**src/include/pip_defs.svh**
```systemverilog
`ifndef PIP_DEFS_SVH
`define PIP_DEFS_SVH

// memory depths in 32-bit words
`define PIP_IMEM_DEPTH 64
`define PIP_DMEM_DEPTH 16

// host address map
`define PIP_HOST_AW 8
`define PIP_HOST_IMEM_BASE 8'h00
`define PIP_HOST_REG_BASE 8'h40
`define PIP_HOST_CTRL 8'h80

`endif

```
**src/rtl/pip_types_pkg.sv**
```systemverilog
`default_nettype none

package pip_types_pkg;

  typedef enum logic [1:0] {
    FWD_NONE,
    FWD_FROM_EXMEM,
    FWD_FROM_MEMWB,
    FWD_FROM_MEMWB_LATE // store data picked up in MEM
  } fwd_t;

  typedef enum logic [3:0] {
    OP_PASS_A,
    OP_ADD,
    OP_SUB,
    OP_AND,
    OP_OR,
    OP_XOR,
    OP_NOR,
    OP_SLL,
    OP_SRL,
    OP_SRA,
    OP_LUI
  } alu_op_t;

  typedef enum logic {
    RES_ALU,
    RES_SET
  } alu_res_t;

  typedef struct packed {
    logic [5:0] opc;
    logic [4:0] rs;
    logic [4:0] rt;
    logic [4:0] rd;
    logic [4:0] shamt;
    logic [5:0] funct;
  } instr_r_t;

  typedef struct packed {
    logic [5:0]  opc;
    logic [4:0]  rs;
    logic [4:0]  rt;
    logic [15:0] imm;
  } instr_i_t;

  typedef union packed {
    instr_r_t r;
    instr_i_t i;
  } instr_u;

endpackage

`default_nettype wire

```
**src/rtl/pip_ifs.sv**
```systemverilog
`timescale 1ns/1ns
`default_nettype none

interface dec_if;
  import pip_types_pkg::*;

  logic        valid;
  logic [31:0] A;
  logic [31:0] B;
  logic [31:0] imm;
  logic        imm_valid;
  logic [4:0]  shamt;
  alu_op_t     alu_op;
  alu_res_t    alu_res_sel;
  logic        alu_set_u;
  fwd_t        A_fwd_from;
  fwd_t        B_fwd_from;
  logic        B_need_late;
  logic        alu_inst;
  logic        load_inst;
  logic        store_inst;
  logic [4:0]  dest_reg;
  logic        dest_reg_valid;

  modport master (output valid, A, B, imm, imm_valid, shamt, alu_op, alu_res_sel,
                  alu_set_u, A_fwd_from, B_fwd_from, B_need_late, alu_inst,
                  load_inst, store_inst, dest_reg, dest_reg_valid);
  modport slave (input valid, A, B, imm, imm_valid, shamt, alu_op, alu_res_sel,
                 alu_set_u, A_fwd_from, B_fwd_from, B_need_late, alu_inst,
                 load_inst, store_inst, dest_reg, dest_reg_valid);
endinterface

interface haz_if;
  logic [4:0] id_ex_dest_reg;
  logic       id_ex_dest_reg_valid;
  logic [4:0] ex_mem_dest_reg;
  logic       ex_mem_dest_reg_valid;
  logic       id_ex_load_inst;

  modport master (output id_ex_dest_reg, id_ex_dest_reg_valid, ex_mem_dest_reg,
                  ex_mem_dest_reg_valid, id_ex_load_inst);
  modport slave (input id_ex_dest_reg, id_ex_dest_reg_valid, ex_mem_dest_reg,
                 ex_mem_dest_reg_valid, id_ex_load_inst);
endinterface


`default_nettype wire

```
**src/rtl/idec.sv**
```systemverilog
`timescale 1ns/1ns
`default_nettype none

module idec (
  input  logic                  clock,
  input  logic                  rst,
  input  pip_types_pkg::instr_u inst,
  input  logic                  inst_valid,
  output logic [4:0]            rd_addr1,
  output logic [4:0]            rd_addr2,
  input  logic [31:0]           rd_data1,
  input  logic [31:0]           rd_data2,
  haz_if.slave                  haz,
  dec_if.master                 dec,
  output logic                  stall
);
  import pip_types_pkg::*;

  logic       legal;
  logic       a_valid;
  logic       b_valid;
  logic       b_late;
  logic       fixed_shift;
  logic       imm_sext;
  logic       iformat;
  logic       is_alu;
  logic       is_load;
  logic       is_store;
  logic [4:0] dst;
  logic       dst_valid;
  alu_op_t    op;
  alu_res_t   res_sel;
  logic       set_u;
  logic       use_a;
  logic       use_b;
  logic       a_ex;
  logic       a_mem;
  logic       b_ex;
  logic       b_mem;
  logic       stalled_q;
  logic       bubble;

  assign rd_addr1 = inst.i.rs;
  assign rd_addr2 = inst.i.rt;

  always_comb begin
    legal       = 1'b1;
    a_valid     = 1'b1;
    b_valid     = 1'b0;
    b_late      = 1'b0;
    fixed_shift = 1'b0;
    imm_sext    = 1'b0;
    iformat     = 1'b1;
    is_alu      = 1'b1;
    is_load     = 1'b0;
    is_store    = 1'b0;
    dst         = inst.i.rt;
    dst_valid   = 1'b1;
    op          = OP_PASS_A;
    res_sel     = RES_ALU;
    set_u       = 1'b0;

    case (inst.i.opc)
      6'h00: begin
        iformat     = 1'b0;
        dst         = inst.r.rd;
        b_valid     = 1'b1;
        fixed_shift = inst.r.funct[5:2] == 4'd0; // sll, srl, sra
        a_valid     = !fixed_shift;
        case (inst.r.funct)
          6'd0, 6'd4:   op = OP_SLL;
          6'd2, 6'd6:   op = OP_SRL;
          6'd3, 6'd7:   op = OP_SRA;
          6'd32, 6'd33: op = OP_ADD;
          6'd34, 6'd35: op = OP_SUB;
          6'd36:        op = OP_AND;
          6'd37:        op = OP_OR;
          6'd38:        op = OP_XOR;
          6'd39:        op = OP_NOR;
          6'd42, 6'd43: begin // slt, sltu
            op      = OP_SUB;
            res_sel = RES_SET;
            set_u   = inst.r.funct[0];
          end
          default:      legal = 1'b0;
        endcase
      end
      6'h08, 6'h09: begin // addi, addiu
        op       = OP_ADD;
        imm_sext = 1'b1;
      end
      6'h0a, 6'h0b: begin // slti, sltiu
        op       = OP_SUB;
        res_sel  = RES_SET;
        set_u    = inst.i.opc[0];
        imm_sext = 1'b1;
      end
      6'h0c: op = OP_AND;
      6'h0d: op = OP_OR;
      6'h0e: op = OP_XOR;
      6'h0f: begin // lui
        op      = OP_LUI;
        a_valid = 1'b0;
      end
      6'h23: begin // lw
        op       = OP_ADD;
        imm_sext = 1'b1;
        is_alu   = 1'b0;
        is_load  = 1'b1;
      end
      6'h2b: begin // sw
        op        = OP_ADD;
        imm_sext  = 1'b1;
        is_alu    = 1'b0;
        is_store  = 1'b1;
        b_valid   = 1'b1;
        b_late    = 1'b1; // data only needed in MEM
        dst_valid = 1'b0;
      end
      default: legal = 1'b0;
    endcase
  end

  // hazard detection against EX and MEM
  assign use_a = inst_valid && legal && a_valid;
  assign use_b = inst_valid && legal && b_valid;
  assign a_ex  = use_a && haz.id_ex_dest_reg_valid && inst.i.rs == haz.id_ex_dest_reg;
  assign a_mem = use_a && haz.ex_mem_dest_reg_valid && inst.i.rs == haz.ex_mem_dest_reg;
  assign b_ex  = use_b && haz.id_ex_dest_reg_valid && inst.i.rt == haz.id_ex_dest_reg;
  assign b_mem = use_b && haz.ex_mem_dest_reg_valid && inst.i.rt == haz.ex_mem_dest_reg;

  // one bubble is enough, the load has reached MEM after it
  assign stall  = haz.id_ex_load_inst && (a_ex || (b_ex && !b_late)) && !stalled_q;
  assign bubble = stall || !inst_valid || !legal;

  always_ff @(posedge clock) begin
    if (rst)
      stalled_q <= 1'b0;
    else
      stalled_q <= stall;
  end

  assign dec.A_fwd_from = a_ex ? FWD_FROM_EXMEM : a_mem ? FWD_FROM_MEMWB : FWD_NONE;
  assign dec.B_fwd_from = b_ex ? (haz.id_ex_load_inst ? FWD_FROM_MEMWB_LATE : FWD_FROM_EXMEM)
                        : b_mem ? FWD_FROM_MEMWB : FWD_NONE;

  assign dec.valid          = !bubble;
  assign dec.A              = a_valid ? rd_data1 : 32'd0; // zero for lui and fixed shifts
  assign dec.B              = rd_data2;
  assign dec.imm            = imm_sext ? {{16{inst.i.imm[15]}}, inst.i.imm}
                                       : {16'd0, inst.i.imm};
  assign dec.imm_valid      = iformat;
  assign dec.shamt          = fixed_shift ? inst.r.shamt : 5'd0;
  assign dec.alu_op         = op;
  assign dec.alu_res_sel    = res_sel;
  assign dec.alu_set_u      = set_u;
  assign dec.B_need_late    = b_late;
  assign dec.alu_inst       = is_alu;
  assign dec.load_inst      = is_load && !bubble;
  assign dec.store_inst     = is_store && !bubble;
  assign dec.dest_reg       = dst;
  assign dec.dest_reg_valid = dst_valid && !bubble && dst != 5'd0;

endmodule

`default_nettype wire

```
**src/flat_wrapper.sv**
```systemverilog
// flat-port wrapper written by rule: the top's interface ports become plain ports
module idec_flat import pip_types_pkg::*;
  (clock, rst, inst, inst_valid, rd_addr1, rd_addr2, rd_data1, rd_data2, stall, haz_id_ex_dest_reg, haz_id_ex_dest_reg_valid, haz_ex_mem_dest_reg, haz_ex_mem_dest_reg_valid, haz_id_ex_load_inst, dec_valid, dec_A, dec_B, dec_imm, dec_imm_valid, dec_shamt, dec_alu_op, dec_alu_res_sel, dec_alu_set_u, dec_A_fwd_from, dec_B_fwd_from, dec_B_need_late, dec_alu_inst, dec_load_inst, dec_store_inst, dec_dest_reg, dec_dest_reg_valid);
  haz_if haz_i ();
  dec_if dec_i ();
  input  logic clock;
  input  logic rst;
  input  pip_types_pkg::instr_u inst;
  input  logic inst_valid;
  output logic [4:0] rd_addr1;
  output logic [4:0] rd_addr2;
  input  logic [31:0] rd_data1;
  input  logic [31:0] rd_data2;
  output logic stall;
  input wire logic [$bits(haz_i.id_ex_dest_reg)-1:0] haz_id_ex_dest_reg;
  input wire logic [$bits(haz_i.id_ex_dest_reg_valid)-1:0] haz_id_ex_dest_reg_valid;
  input wire logic [$bits(haz_i.ex_mem_dest_reg)-1:0] haz_ex_mem_dest_reg;
  input wire logic [$bits(haz_i.ex_mem_dest_reg_valid)-1:0] haz_ex_mem_dest_reg_valid;
  input wire logic [$bits(haz_i.id_ex_load_inst)-1:0] haz_id_ex_load_inst;
  output wire logic [$bits(dec_i.valid)-1:0] dec_valid;
  output wire logic [$bits(dec_i.A)-1:0] dec_A;
  output wire logic [$bits(dec_i.B)-1:0] dec_B;
  output wire logic [$bits(dec_i.imm)-1:0] dec_imm;
  output wire logic [$bits(dec_i.imm_valid)-1:0] dec_imm_valid;
  output wire logic [$bits(dec_i.shamt)-1:0] dec_shamt;
  output wire logic [$bits(dec_i.alu_op)-1:0] dec_alu_op;
  output wire logic [$bits(dec_i.alu_res_sel)-1:0] dec_alu_res_sel;
  output wire logic [$bits(dec_i.alu_set_u)-1:0] dec_alu_set_u;
  output wire logic [$bits(dec_i.A_fwd_from)-1:0] dec_A_fwd_from;
  output wire logic [$bits(dec_i.B_fwd_from)-1:0] dec_B_fwd_from;
  output wire logic [$bits(dec_i.B_need_late)-1:0] dec_B_need_late;
  output wire logic [$bits(dec_i.alu_inst)-1:0] dec_alu_inst;
  output wire logic [$bits(dec_i.load_inst)-1:0] dec_load_inst;
  output wire logic [$bits(dec_i.store_inst)-1:0] dec_store_inst;
  output wire logic [$bits(dec_i.dest_reg)-1:0] dec_dest_reg;
  output wire logic [$bits(dec_i.dest_reg_valid)-1:0] dec_dest_reg_valid;
  assign haz_i.id_ex_dest_reg = haz_id_ex_dest_reg;
  assign haz_i.id_ex_dest_reg_valid = haz_id_ex_dest_reg_valid;
  assign haz_i.ex_mem_dest_reg = haz_ex_mem_dest_reg;
  assign haz_i.ex_mem_dest_reg_valid = haz_ex_mem_dest_reg_valid;
  assign haz_i.id_ex_load_inst = haz_id_ex_load_inst;
  assign dec_valid = dec_i.valid;
  assign dec_A = dec_i.A;
  assign dec_B = dec_i.B;
  assign dec_imm = dec_i.imm;
  assign dec_imm_valid = dec_i.imm_valid;
  assign dec_shamt = dec_i.shamt;
  assign dec_alu_op = dec_i.alu_op;
  assign dec_alu_res_sel = dec_i.alu_res_sel;
  assign dec_alu_set_u = dec_i.alu_set_u;
  assign dec_A_fwd_from = dec_i.A_fwd_from;
  assign dec_B_fwd_from = dec_i.B_fwd_from;
  assign dec_B_need_late = dec_i.B_need_late;
  assign dec_alu_inst = dec_i.alu_inst;
  assign dec_load_inst = dec_i.load_inst;
  assign dec_store_inst = dec_i.store_inst;
  assign dec_dest_reg = dec_i.dest_reg;
  assign dec_dest_reg_valid = dec_i.dest_reg_valid;
  idec u_core (.clock(clock), .rst(rst), .inst(inst), .inst_valid(inst_valid), .rd_addr1(rd_addr1), .rd_addr2(rd_addr2), .rd_data1(rd_data1), .rd_data2(rd_data2), .haz(haz_i), .dec(dec_i), .stall(stall));
endmodule
```
**config.mk**
```make
export PLATFORM = sky130hd
export DESIGN_NAME = idec_flat
export DESIGN_NICKNAME = d
export VERILOG_FILES = /design/src/include/pip_defs.svh /design/src/rtl/pip_types_pkg.sv /design/src/rtl/pip_ifs.sv /design/src/rtl/idec.sv /design/src/flat_wrapper.sv
export SDC_FILE = /design/constraint.sdc
export NUM_CORES = 1
export LEC_CHECK = 0
export ABC_AREA = 0
export BUFFER_PORTS_ARGS = -buffer_cell sky130_fd_sc_hd__buf_2
export CAP_MARGIN = 10
export CORE_AREA = 4 4 93 95
export CTS_BUF_LIST = sky130_fd_sc_hd__clkbuf_8 sky130_fd_sc_hd__clkbuf_16
export CTS_CLUSTER_DIAMETER = 120
export DETAILED_ROUTE_END_ITERATION = 6
export DIE_AREA = 0 0 97 99
export PLACE_DENSITY_LB_ADDON = 0.15
export SYNTH_ARGS = -nofsm -noshare
export SYNTH_HDL_FRONTEND = slang
export SYNTH_SLANG_ARGS = --single-unit
```
**constraint.sdc**
```tcl
create_clock -name clock -period 1.6 [get_ports clock]
set_clock_uncertainty 0.1 [all_clocks]
set_input_delay 0.08 -clock clock [delete_from_list [all_inputs] [get_ports clock]]
set_output_delay 0.08 -clock clock [all_outputs]
set_load 0.02 [all_outputs]
```
After elaboration in Yosys (flattened, before gate mapping)
Index checks and enable logic that the tools add are counted.
{"block": "classes", "eq_ne": 29, "n_mux": 26, "reduce_logical": 44}
{"operator": "== test 6 bit (second input constant)", "count": 12}
{"operator": "two-way mux 32 bit", "count": 2}
{"operator": "== test 6 x 4 -> 1 bit (second input constant)", "count": 8}
{"operator": "case mux 4 bit (9 select lines)", "count": 1}
{"operator": "case mux 4 bit (7 select lines)", "count": 1}
{"operator": "== test 5 bit", "count": 4}
{"operator": "== test 6 x 3 -> 1 bit (second input constant)", "count": 3}
{"operator": "logical AND 1 bit", "count": 18}
{"operator": "OR reduction 16 bit", "count": 1}
{"operator": "OR reduction 2 bit", "count": 8}
{"operator": "== test 6 x 2 -> 1 bit (second input constant)", "count": 2}
{"operator": "logical NOT 6 bit", "count": 2}
{"operator": "two-way mux 1 bit", "count": 11}
{"operator": "two-way mux 2 bit", "count": 5}
{"operator": "two-way mux 5 bit", "count": 2}
{"operator": "OR reduction 10 bit", "count": 1}
{"operator": "case mux 1 bit (2 select lines)", "count": 4}
{"operator": "OR reduction 4 bit", "count": 2}
{"operator": "logical NOT 1 bit", "count": 6}
{"operator": "OR reduction 6 bit", "count": 1}
{"operator": "nonzero test 5 bit", "count": 1}
{"operator": "logical NOT 4 bit", "count": 1}
{"operator": "logical OR 1 bit", "count": 3}
{"block": "word_totals", "register_bits": 1, "output_inout_bits": 134, "word_cells": 100}

Logic depth before layout (Yosys ltp)
Gate-level depths: netlist (run 1).
{"block": "logic_depth", "word_depth": 17, "ltp_mapped": 7}

Worst setup path after synthesis (run 1)
OpenSTA, ideal clock, no wires.
{"block": "synth_path", "path_type": "in2out", "from": "input inst[27] in the netlist's numbering", "to": "output dec_load_inst", "t_arrival_ns": 1.905, "slack_ns": -0.485, "path_stages": 6, "n_path_buf": 1, "path_cell_list": "clkbuf_1 nor2_1 nand3b_2 o41a_1 a32o_1 a2111oi_2"}
{"block": "synth_between", "elab_chain_len": 15}
{"item": "start: declaration", "line": "flat_wrapper.sv:8", "text": "input pip_types_pkg::instr_u inst;"}
{"item": "== test 6 x 4 -> 1 bit or == test 6 bit (tied branches)", "line": "idec.sv:63", "text": "case (inst.i.opc)"}
{"item": "OR reduction 10 bit (no source line)"}
{"item": "case mux 1 bit (2 select lines)", "line": "idec.sv:63"}
{"item": "logical AND 1 bit", "line": "idec.sv:125, idec.sv:126"}
{"item": "logical AND 1 bit", "line": "idec.sv:126", "text": "assign use_b = inst_valid && legal && b_valid;"}
{"item": "logical AND 1 bit (2 in a row)", "line": "idec.sv:129", "text": "assign b_ex = use_b && haz.id_ex_dest_reg_valid && inst.i.rt == haz.id_ex_dest_reg;"}
{"item": "logical AND 1 bit", "line": "idec.sv:133", "text": "assign stall = haz.id_ex_load_inst && (a_ex || (b_ex && !b_late)) && !stalled_q;"}
{"item": "logical OR 1 bit", "line": "idec.sv:133"}
{"item": "logical AND 1 bit (2 in a row)", "line": "idec.sv:133"}
{"item": "logical OR 1 bit (2 in a row)", "line": "idec.sv:134", "text": "assign bubble = stall || !inst_valid || !legal;"}
{"item": "logical NOT 1 bit", "line": "idec.sv:159", "text": "assign dec.load_inst = is_load && !bubble;"}
{"item": "logical AND 1 bit *", "line": "idec.sv:159"}
{"item": "end: declaration", "line": "flat_wrapper.sv:33", "text": "output wire logic [$bits(dec_i.load_inst)-1:0] dec_load_inst;"}
Mark *: on every way between the ends. The rest lies on a longest branch, timed or not.

Final worst setup path (run 1)
{"block": "layout_path", "from": "input inst[31] in the netlist's numbering", "to": "output dec_load_inst"}
The elaborated chain is that of the path after synthesis.

==> run metrics, run 1 <==
outcome=finished with violations; failing checks=setup timing; Starting DRT DRC Count=23; Multi-input gate area=between 1000 and 1500 um2; Comb power frac=a little over nine tenths; Overflow after GRT=0; Post-synth EDFFs=0; mapped cell area=between 1500 and 2000 um2; total global-route track usage=around 14%; fin crit period=roughly 1900 ps; post-synthesis area per instance=between 6 and 7 um2; Net Sw Frac=around half; relative slew slack=between 60% and 70%; internal power=approximately 0.00039 W; detailed placement HPWL=between 5 and 6 mm; net switching power=roughly 0.00037 W; layout cell share with drive strength beyond 1=approximately three quarters; Die Y-Extent=between 90 and 100 um; biggest regs=u_core.stalled_q: 1 flops; ys flop type=dfxtp_1; RSZ-0062 raised after global routing=yes; fin util=slightly above 40%; initial antenna violation count=0; Hold WC Path Type=input port to output port; filler instances=823; cells along the critical path=buf_8 -> nor4_4 -> nand3b_2 -> o41a_1 -> a32o_2 -> a2111oi_4 -> buf_4; Reg power frac=3.3%; PnR Total Power=about 0.00076 W; Static Leak=around 1.7 nW; Reg area=roughly 20 um2; vias per cell=4.233; CP max-delay cell=o41a_1; Tcrit/Tclk final=121.1%; Worst Tran Pin Value=about 600 ps; RD Place Congestion=0.7611; worst vdd ir=a little over 0.00008 V; largest net degree at the start of global routing=17; post-synth cell types=40; hold_buf cts=0; Core ar.=7727 um2; DRC=0; Largest register FFs=1; drt wl/cell=15.28 um; vias in the first global route=about 2200; final setup fails=48; data required time at the worst endpoint=1420 ps; Critical Path Source Type=input port; io pins=246; worst setup path class=input port to output port; CP Capture Type=output port; routed vias=2074; Placed Instances=~480; port bufs=around 180; Detailed Route WL=7.487 mm; First-pass DRT Iterations=4; Routed Antenna Nets=0; power per cell area=between 200 and 250 nW/um2; nets=between 500 and 600; Hold Vio Cnt, Final=0; crit path max fanout=4; crit path DAT=between 1500 and 2000 ps; Max Slew Vio Count=0; row cnt=32; Synthesized Nets=344; largest reg by FF count=u_core.stalled_q; post-synthesis cell count=~230; antenna cells=0; Max-Cap Viols=0; Synth Register Bits=1; max frequency=516.3 MHz; PnR worst setup slack=-336.8 ps; CP max stage delay=about 370 ps; Seq/Total Area, Yosys=between 1 and 1.5%; Die X=between 90 and 100 um; Clock Power Share=0%; first-pass GRT wire length=11.54 mm; worst-skew pair later-pin latency=0 ps; Starting Density=20.92%; Area growth, synth to finish=98.22%; Post-synth ARST share=0%; DIE AREA=approximately 9600 um2; synth warn=0; final std cells w/o fill=between 400 and 500
[worst max-delay path: cells and delay by family]
family | cells | cell delay, ps
compound gates | 3 | 960
simple gates | 2 | 430
buf+inv | 2 | 290
[cells in the mapped netlist, types with 2 or more instances]
cell type   n  share of area, %
nand3b_1    2              0.93
nand3_1     3              0.93
nor3_1      2              0.62
inv_1       6               1.4
xor2_1     17               9.2
a211oi_1    3               1.4
and3_1      2              0.77
nor2_1      7               1.6
mux2_2      5               3.5
nand4b_1    2               1.1
a32o_1      2               1.2
a21oi_1     6               1.9
buf_4      75                35
nand2_1    10               2.3
nor2b_1     2              0.77
clkbuf_1    7               1.6
nand2b_1    3               1.2
o211ai_1    2              0.93
xnor2_1     5               2.7
o31ai_1     2              0.93
o21a_1      3               1.4
o21ai_0     5               1.5
nor4_1      6               2.3
and2_1     39                15
[timing repair]
action	4_1_cts	5_1_grt
endpoints found under the setup margin	52	74
pin swaps	26	6
gates cloned	5	0
setup buffers	8	1
gates resized for setup	131	18
[path summary, 6_finish.rpt]
kind              cells after the start  slack [ps]              from          endpoint
setup / recovery                      7        -340          inst[31]     dec_load_inst
hold / removal                        0          60      rd_data2[17]         dec_B[17]
setup reg to reg                      2         750  u_core.stalled_q  u_core.stalled_q
hold reg to reg                       2         490  u_core.stalled_q  u_core.stalled_q
[routing by layer]
layer  part of all wire, %  global-route usage (%)  wire (um)  up-vias
met5                     0                       0          0        -
met4                   2.7                   4.212        203        0
met3                   7.6                   2.619        566       30
met2                    52                   26.27       3863      100
met1                    38                   16.93       2853      921
li1                      -                       -          -     1023
[placed cells by master, fill, tap and decap left out, types with 2 or more instances in the layout]
master | synthesis | layout
inv_1 | 6 | 5
buf_2 | 0 | 134
buf_16 | 0 | 5
nor4_4 | 0 | 3
o211ai_1 | 2 | 2
mux2_2 | 5 | 2
nor2_1 | 7 | 6
nand4b_1 | 2 | 2
and3_1 | 2 | 2
a21oi_2 | 0 | 2
o21ai_1 | 1 | 2
o31ai_1 | 2 | 2
nor4_1 | 6 | 4
xnor2_1 | 5 | 5
o21a_1 | 3 | 2
nand2_1 | 10 | 9
buf_4 | 75 | 48
a211oi_4 | 0 | 2
mux2_4 | 0 | 3
buf_12 | 0 | 7
and2_4 | 0 | 27
o21ai_0 | 5 | 3
nand3_1 | 3 | 2
buf_6 | 0 | 43
a211oi_2 | 1 | 2
and2_1 | 39 | 12
a21oi_1 | 6 | 4
nand3b_1 | 2 | 2
nor2b_1 | 2 | 2
nand2b_1 | 3 | 3
xor2_1 | 17 | 17
[through the flow]
stage | worst slack (ps) | area [um2] | hold WS (ps) | setup TNS (ps)
2_1_floorplan | -247.5 | 1675 | 52.76 | -1014
3_3_place_gp | -363.7 | 2469 | 60.14 | -7646
3_5_place_dp | -395.6 | 2469 | 60.14 | -9428
4_1_cts | -343.1 | 3144 | 60.14 | -9709
5_1_grt | -440.0 | 3204 | 60.03 | -14560
6_report | -336.8 | 3204 | 60.01 | -9509
[area by class of cell]
| cell class | count | area share [%] |
|---|---|---|
| repair buffers | 238 | 56.42 |
| well taps | 102 | 3.983 |
| multi-input cells | 143 | 38.27 |
| flip-flops and latches | 1 | 0.6248 |
| inverters | 6 | 0.7029 |
[cells by family after synthesis]
family | after synthesis | share of synthesized area (%)
xor+xnor | 22 | 11.92
flops | 1 | 1.238
buf+inv | 88 | 37.85
compound gates | 32 | 14.55
mux | 5 | 3.483
simple gates | 84 | 30.96
[power groups by stage]
stage / logic (W) / clock network [W] / registers, W
floorplan: 0.000462 / 0 / 0.0000255
global placement: 0.000613 / 0 / 0.0000255
detailed placement: 0.000610 / 0 / 0.0000255
CTS: 0.000727 / 0 / 0.0000255
global route: 0.000792 / 0 / 0.0000255
finish: 0.000738 / 0 / 0.0000255
Note: power is estimated with default switching activity, not from simulation.
==> inputs of run 2 (changes only) <==
- SKIP_LAST_GASP: not set -> 1
- clock period: 1.6 -> 1.9 ns (I/O delays scaled with it)
==> run 2 against run 1 <==
  * The flow still finishes with violations (setup timing)
  * Worst setup slack improved by 220 ps
  * Sequential power decreased by 16%
  * Largest power group unchanged
  * Hold slack better by 30 ps
  * Wire length down 16%
  * Combinational power is 34% lower
  * Cell count shrank 5.7%
==> run metrics, run 2 (synthesis results as in run 1) <==
outcome=finished with violations; failing checks=setup timing; crit path DAT=1820 ps; nets=approximately 470; Hold WC Path Type=input port to output port; final instance area=about 2400 um2; initial antenna violation count=0; layout cell share with drive strength beyond 1=a little under two thirds; Placed Instances=approximately 460; worst slack, placed=-209.8 ps; Max Slew Vio Count=0; FF-to-FF End=u_core.stalled_q; DIE AREA=between 9000 and 10000 um2; worst setup path class=input port to output port; io pins=246; Worst Tran Pin Value=around 460 ps; crit path buf inv count=2; total global-route track usage=about 11%; Die X=between 90 and 100 um; DRC=0; CP max-delay cell=o41a_1; Post-Place Cell Area=approximately 2300 um2; routed vias=1921; R2R depth=2; hold_buf cts=0; most common cell after layout, fill and taps aside=buf_2; Starting DRT DRC Count=51; CP max stage delay=350 ps; vias per cell=just over 4; CP Capture Type=output port; detailed placement HPWL=between 5 and 6 mm; worst-skew pair later-pin latency=0 ps; hold_sp=rd_data2[29]; antenna cells=0; first-pass GRT wire length=around 9.6 mm; hold depth=0; R2R setup slack=between 1000 and 1500 ps; crit path max fanout=4; biggest regs=u_core.stalled_q: 1 flops; Core ar.=slightly below 8000 um2; RD Place Congestion=roughly 0.79; Critical Path Source Type=input port; Detailed Route WL=approximately 6.3 mm; fin crit period=2015 ps; cells along the critical path=buf_6 -> nor4_4 -> nand3b_4 -> o41a_1 -> a32o_2 -> a2111oi_4 -> buf_4; port bufs=about 180; Critical R2R Launch=u_core.stalled_q; RSZ-0062 raised after global routing=yes; Die Y-Extent=slightly below 100 um; Tcrit/Tclk final=106.1%; Starting Density=between 20% and 30%; vias in the first global route=~1800; largest net degree at the start of global routing=35; PnR Total Power=a little over 0.0005 W; relative slew slack=69.48%; worst hold path endpoint=dec_B[29]; worst vdd ir=between 0.00006 and 0.00007 V; final setup fails=3; data required time at the worst endpoint=around 1700 ps; power per cell area=about 210 nW/um2; max frequency=around 500 MHz; most frequent cells in the layout=buf_2 (174), and2_1 (39), buf_4 (29); Hold Vio Cnt, Final=0; largest reg by FF count=u_core.stalled_q; drt wl/cell=roughly 14 um; Max-Cap Viols=0; Area growth, synth to finish=49.85%; final std cells w/o fill=462; Routed Antenna Nets=0; fin util=31.35%; Static Leak=between 1 and 1.5 nW; Largest register FFs=1; First-pass DRT Iterations=4; Overflow after GRT=0; row cnt=32; critical path's top delay family=compound AO/OA/AOI/OAI gates; PnR worst setup slack=-115.1 ps
run 2: cell count changes in the layout (fill, tap and decap cells not counted), moves of 7 or more:
cell,delta
buf_6,-36
buf_4,-19
buf_12,-7
buf_2,+40
and2_1,+27
and2_4,-27
run 2: timing repair:
action,CTS,global route
pin swaps,3,5
gates resized for setup,8,21
setup endpoints to repair,7,42
setup buffers,1,3
run 2: cell type report:
type,count,area [um2]
multi-input cells,143,1085
flip-flops and latches,1,20.02
well taps,102,127.6
fillers,867,5305
inverters,6,22.52
repair buffers,210,1167
run 2: stage by stage:
stage / hold slack, ps / setup TNS (ps)
after floorplan: 67.76 / -470.9
after global placement: 90.15 / -525.0
after detailed placement: 90.15 / -693.4
after CTS: 90.15 / -237.8
after global routing: 90.03 / -772.7
final: 90.01 / -216.6
run 2: how the worst max path moves through the flow:
stage               startpoint                 end  slack (ps)  cells after the start
floorplan             inst[27]  dec_dest_reg_valid        -190                      6
global placement      inst[31]       dec_load_inst        -160                      7
detailed placement    inst[31]       dec_load_inst        -210                      7
CTS                   inst[26]       dec_load_inst        -120                      7
global route          inst[31]       dec_load_inst        -200                      7
finish                inst[31]       dec_load_inst        -120                      7
run 2: power breakdown:
group	leakage (nW)	total, W	switching, W	internal [W]
combinational	1.32	0.000490	0.000279	0.000211
clock	0	0	0	0
sequential	0.00805	0.0000214	0.00000000629	0.0000214
run 2: metal layers:
layer | part of all wire, % | vias to the layer above | global-route usage [%]
li1 | - | 962 | -
met2 | 50 | 112 | 20.97
met3 | 11 | 24 | 2.406
met1 | 37 | 823 | 13.97
met5 | 0 | - | 0
met4 | 1.9 | 0 | 2.160
==> inputs of run 3 (changes only) <==
- PLACE_DENSITY_LB_ADDON: 0.15 -> 0.1
==> run 3 against run 2 <==
  * The run still ends with setup timing left
  * Wire length is 4.0% higher
  * Cell count shrank 0.22%
  * Critical path depth unchanged
  * Via count hardly changed
  * Largest power group unchanged
  * Total power is 0.28% higher
  * Register-to-register slack barely moved
  * Cell area rose by 0.41%
  * Flip-flop and latch count unchanged
  * Global-route usage is 0.78 points higher
==> run metrics, run 3 (synthesis results as in run 1) <==
PnR worst setup slack=-69.02 ps; R2R setup slack=approximately 1100 ps; Critical Path Source Type=input port; first-pass GRT wire length=roughly 10 mm; Max-Cap Viols=0; initial antenna violation count=0; Placed Instances=458; total global-route track usage=between 10% and 20%; outcome=finished with violations; met1 WL=2.678 mm; failing checks=setup timing; CP Capture Type=output port; vias in the first global route=around 1900; largest reg by FF count=u_core.stalled_q; fin crit period=1969 ps; cells along the critical path=buf_6 -> nor4_4 -> nand3b_4 -> o41a_1 -> a32o_2 -> a2111oi_4 -> buf_4; most frequent cells in the layout=buf_2 (169), and2_1 (38), buf_4 (32); crit path DAT=roughly 1800 ps; Starting DRT DRC Count=65; vias per cell=4.169; First-pass DRT Iterations=4; Detailed Route WL=around 6.6 mm; worst slack, placed=-186.7 ps; Routed Antenna Nets=0; layout cell share with drive strength beyond 1=63.79%; Final TNS setup=-258.0 ps; RD Place Congestion=0.8068; detailed placement HPWL=around 5.7 mm; most common cell after layout, fill and taps aside=buf_2; routed wl met3=around 600 um; final setup fails=5; worst-skew pair later-pin latency=0 ps; port bufs=roughly 180; Area growth, synth to finish=50.46%; biggest regs=u_core.stalled_q: 1 flops; CP max stage delay=350 ps; largest net degree at the start of global routing=35; power per cell area=roughly 210 nW/um2; antenna cells=0; data required time at the worst endpoint=around 1700 ps; row cnt=32; Hold WC Path Type=input port to output port; drt wl/cell=roughly 14 um; final std cells w/o fill=approximately 460; Final Hold Slack=90.01 ps; worst vdd ir=roughly 0.000083 V; RSZ-0062 raised after global routing=yes; Die X=~97 um; DIE AREA=9603 um2; Static Leak=between 1 and 1.5 nW; Overflow after GRT=0; Worst Tran Pin Value=roughly 440 ps; max frequency=between 500 and 600 MHz; routed vias=around 1900; CP max-delay cell=o41a_1; Hold Vio Cnt, Final=0; worst setup path class=input port to output port; io pins=about 250; PnR Total Power=just over 0.0005 W; relative slew slack=roughly 70%; met2 WL post-DR=roughly 3.2 mm; Max Slew Vio Count=0; crit path max fanout=4; filler instances=a little under 900; Core ar.=around 7700 um2; Largest register FFs=1; DRC=0; nets=around 470; Starting Density=20.92%; Die Y-Extent=approximately 99 um; Tcrit/Tclk final=103.6%; Max Used Layer=met4
run 3: changes by cell type in the layout (fill, tap and decap cells not counted), sizes merged:
cell / change
buf: -1
run 3: stage by stage:
step	area [um2]	utilization, %
final	2432	31.48
after global routing	2432	31.48
after CTS	2346	30.36
after detailed placement	2267	29.34
after global placement	2267	29.34
after floorplan	1635	-
run 3: final timing paths:
check | startpoint | end | depth (start not counted)
setup / recovery | inst[30] | dec_load_inst | 7
hold / removal | rd_data2[29] | dec_B[29] | 0
setup reg to reg | u_core.stalled_q | u_core.stalled_q | 2
hold reg to reg | u_core.stalled_q | u_core.stalled_q | 2
run 3: metal layers:
layer  track usage (%)  vias to the layer above
li1                  -                      963
met1             15.53                      830
met2             21.71                      111
met3             2.902                       18
met4             1.620                        0
met5                 0                        -
run 3: critical path: cells and delay by family:
| kind | cells | cell delay, ps |
|---|---|---|
| AOI/OAI and AO/OA | 3 | 920 |
| buffers and inverters | 2 | 290 |
| and+or+nand+nor | 2 | 450 |
run 3: area by class of cell:
| class | instances | area [um2] | area share (%) |
|---|---|---|---|
| flip-flops and latches | 1 | 20.02 | 0.8230 |
| inverters | 6 | 22.52 | 0.9259 |
| well taps | 102 | 127.6 | 5.247 |
| repair buffers | 209 | 1180 | 48.51 |
| multi-input cells | 143 | 1082 | 44.50 |
run 3: power breakdown:
| group | total [W] | internal [W] | switching (W) |
|---|---|---|---|
| clock | 0 | 0 | 0 |
| sequential | 0.0000214 | 0.0000214 | 0.00000000628 |
| combinational | 0.000492 | 0.000212 | 0.000280 |
| total | 0.000513 | 0.000233 | 0.000280 |
run 3: repair_timing:
action                                 in CTS  in global routing
hold buffers                                0                  0
setup buffers                               2                  1
pin swaps                                   5                  5
setup endpoints to repair                   9                 44
resized for setup                          14                 25
endpoints found under the hold margin       0                  0
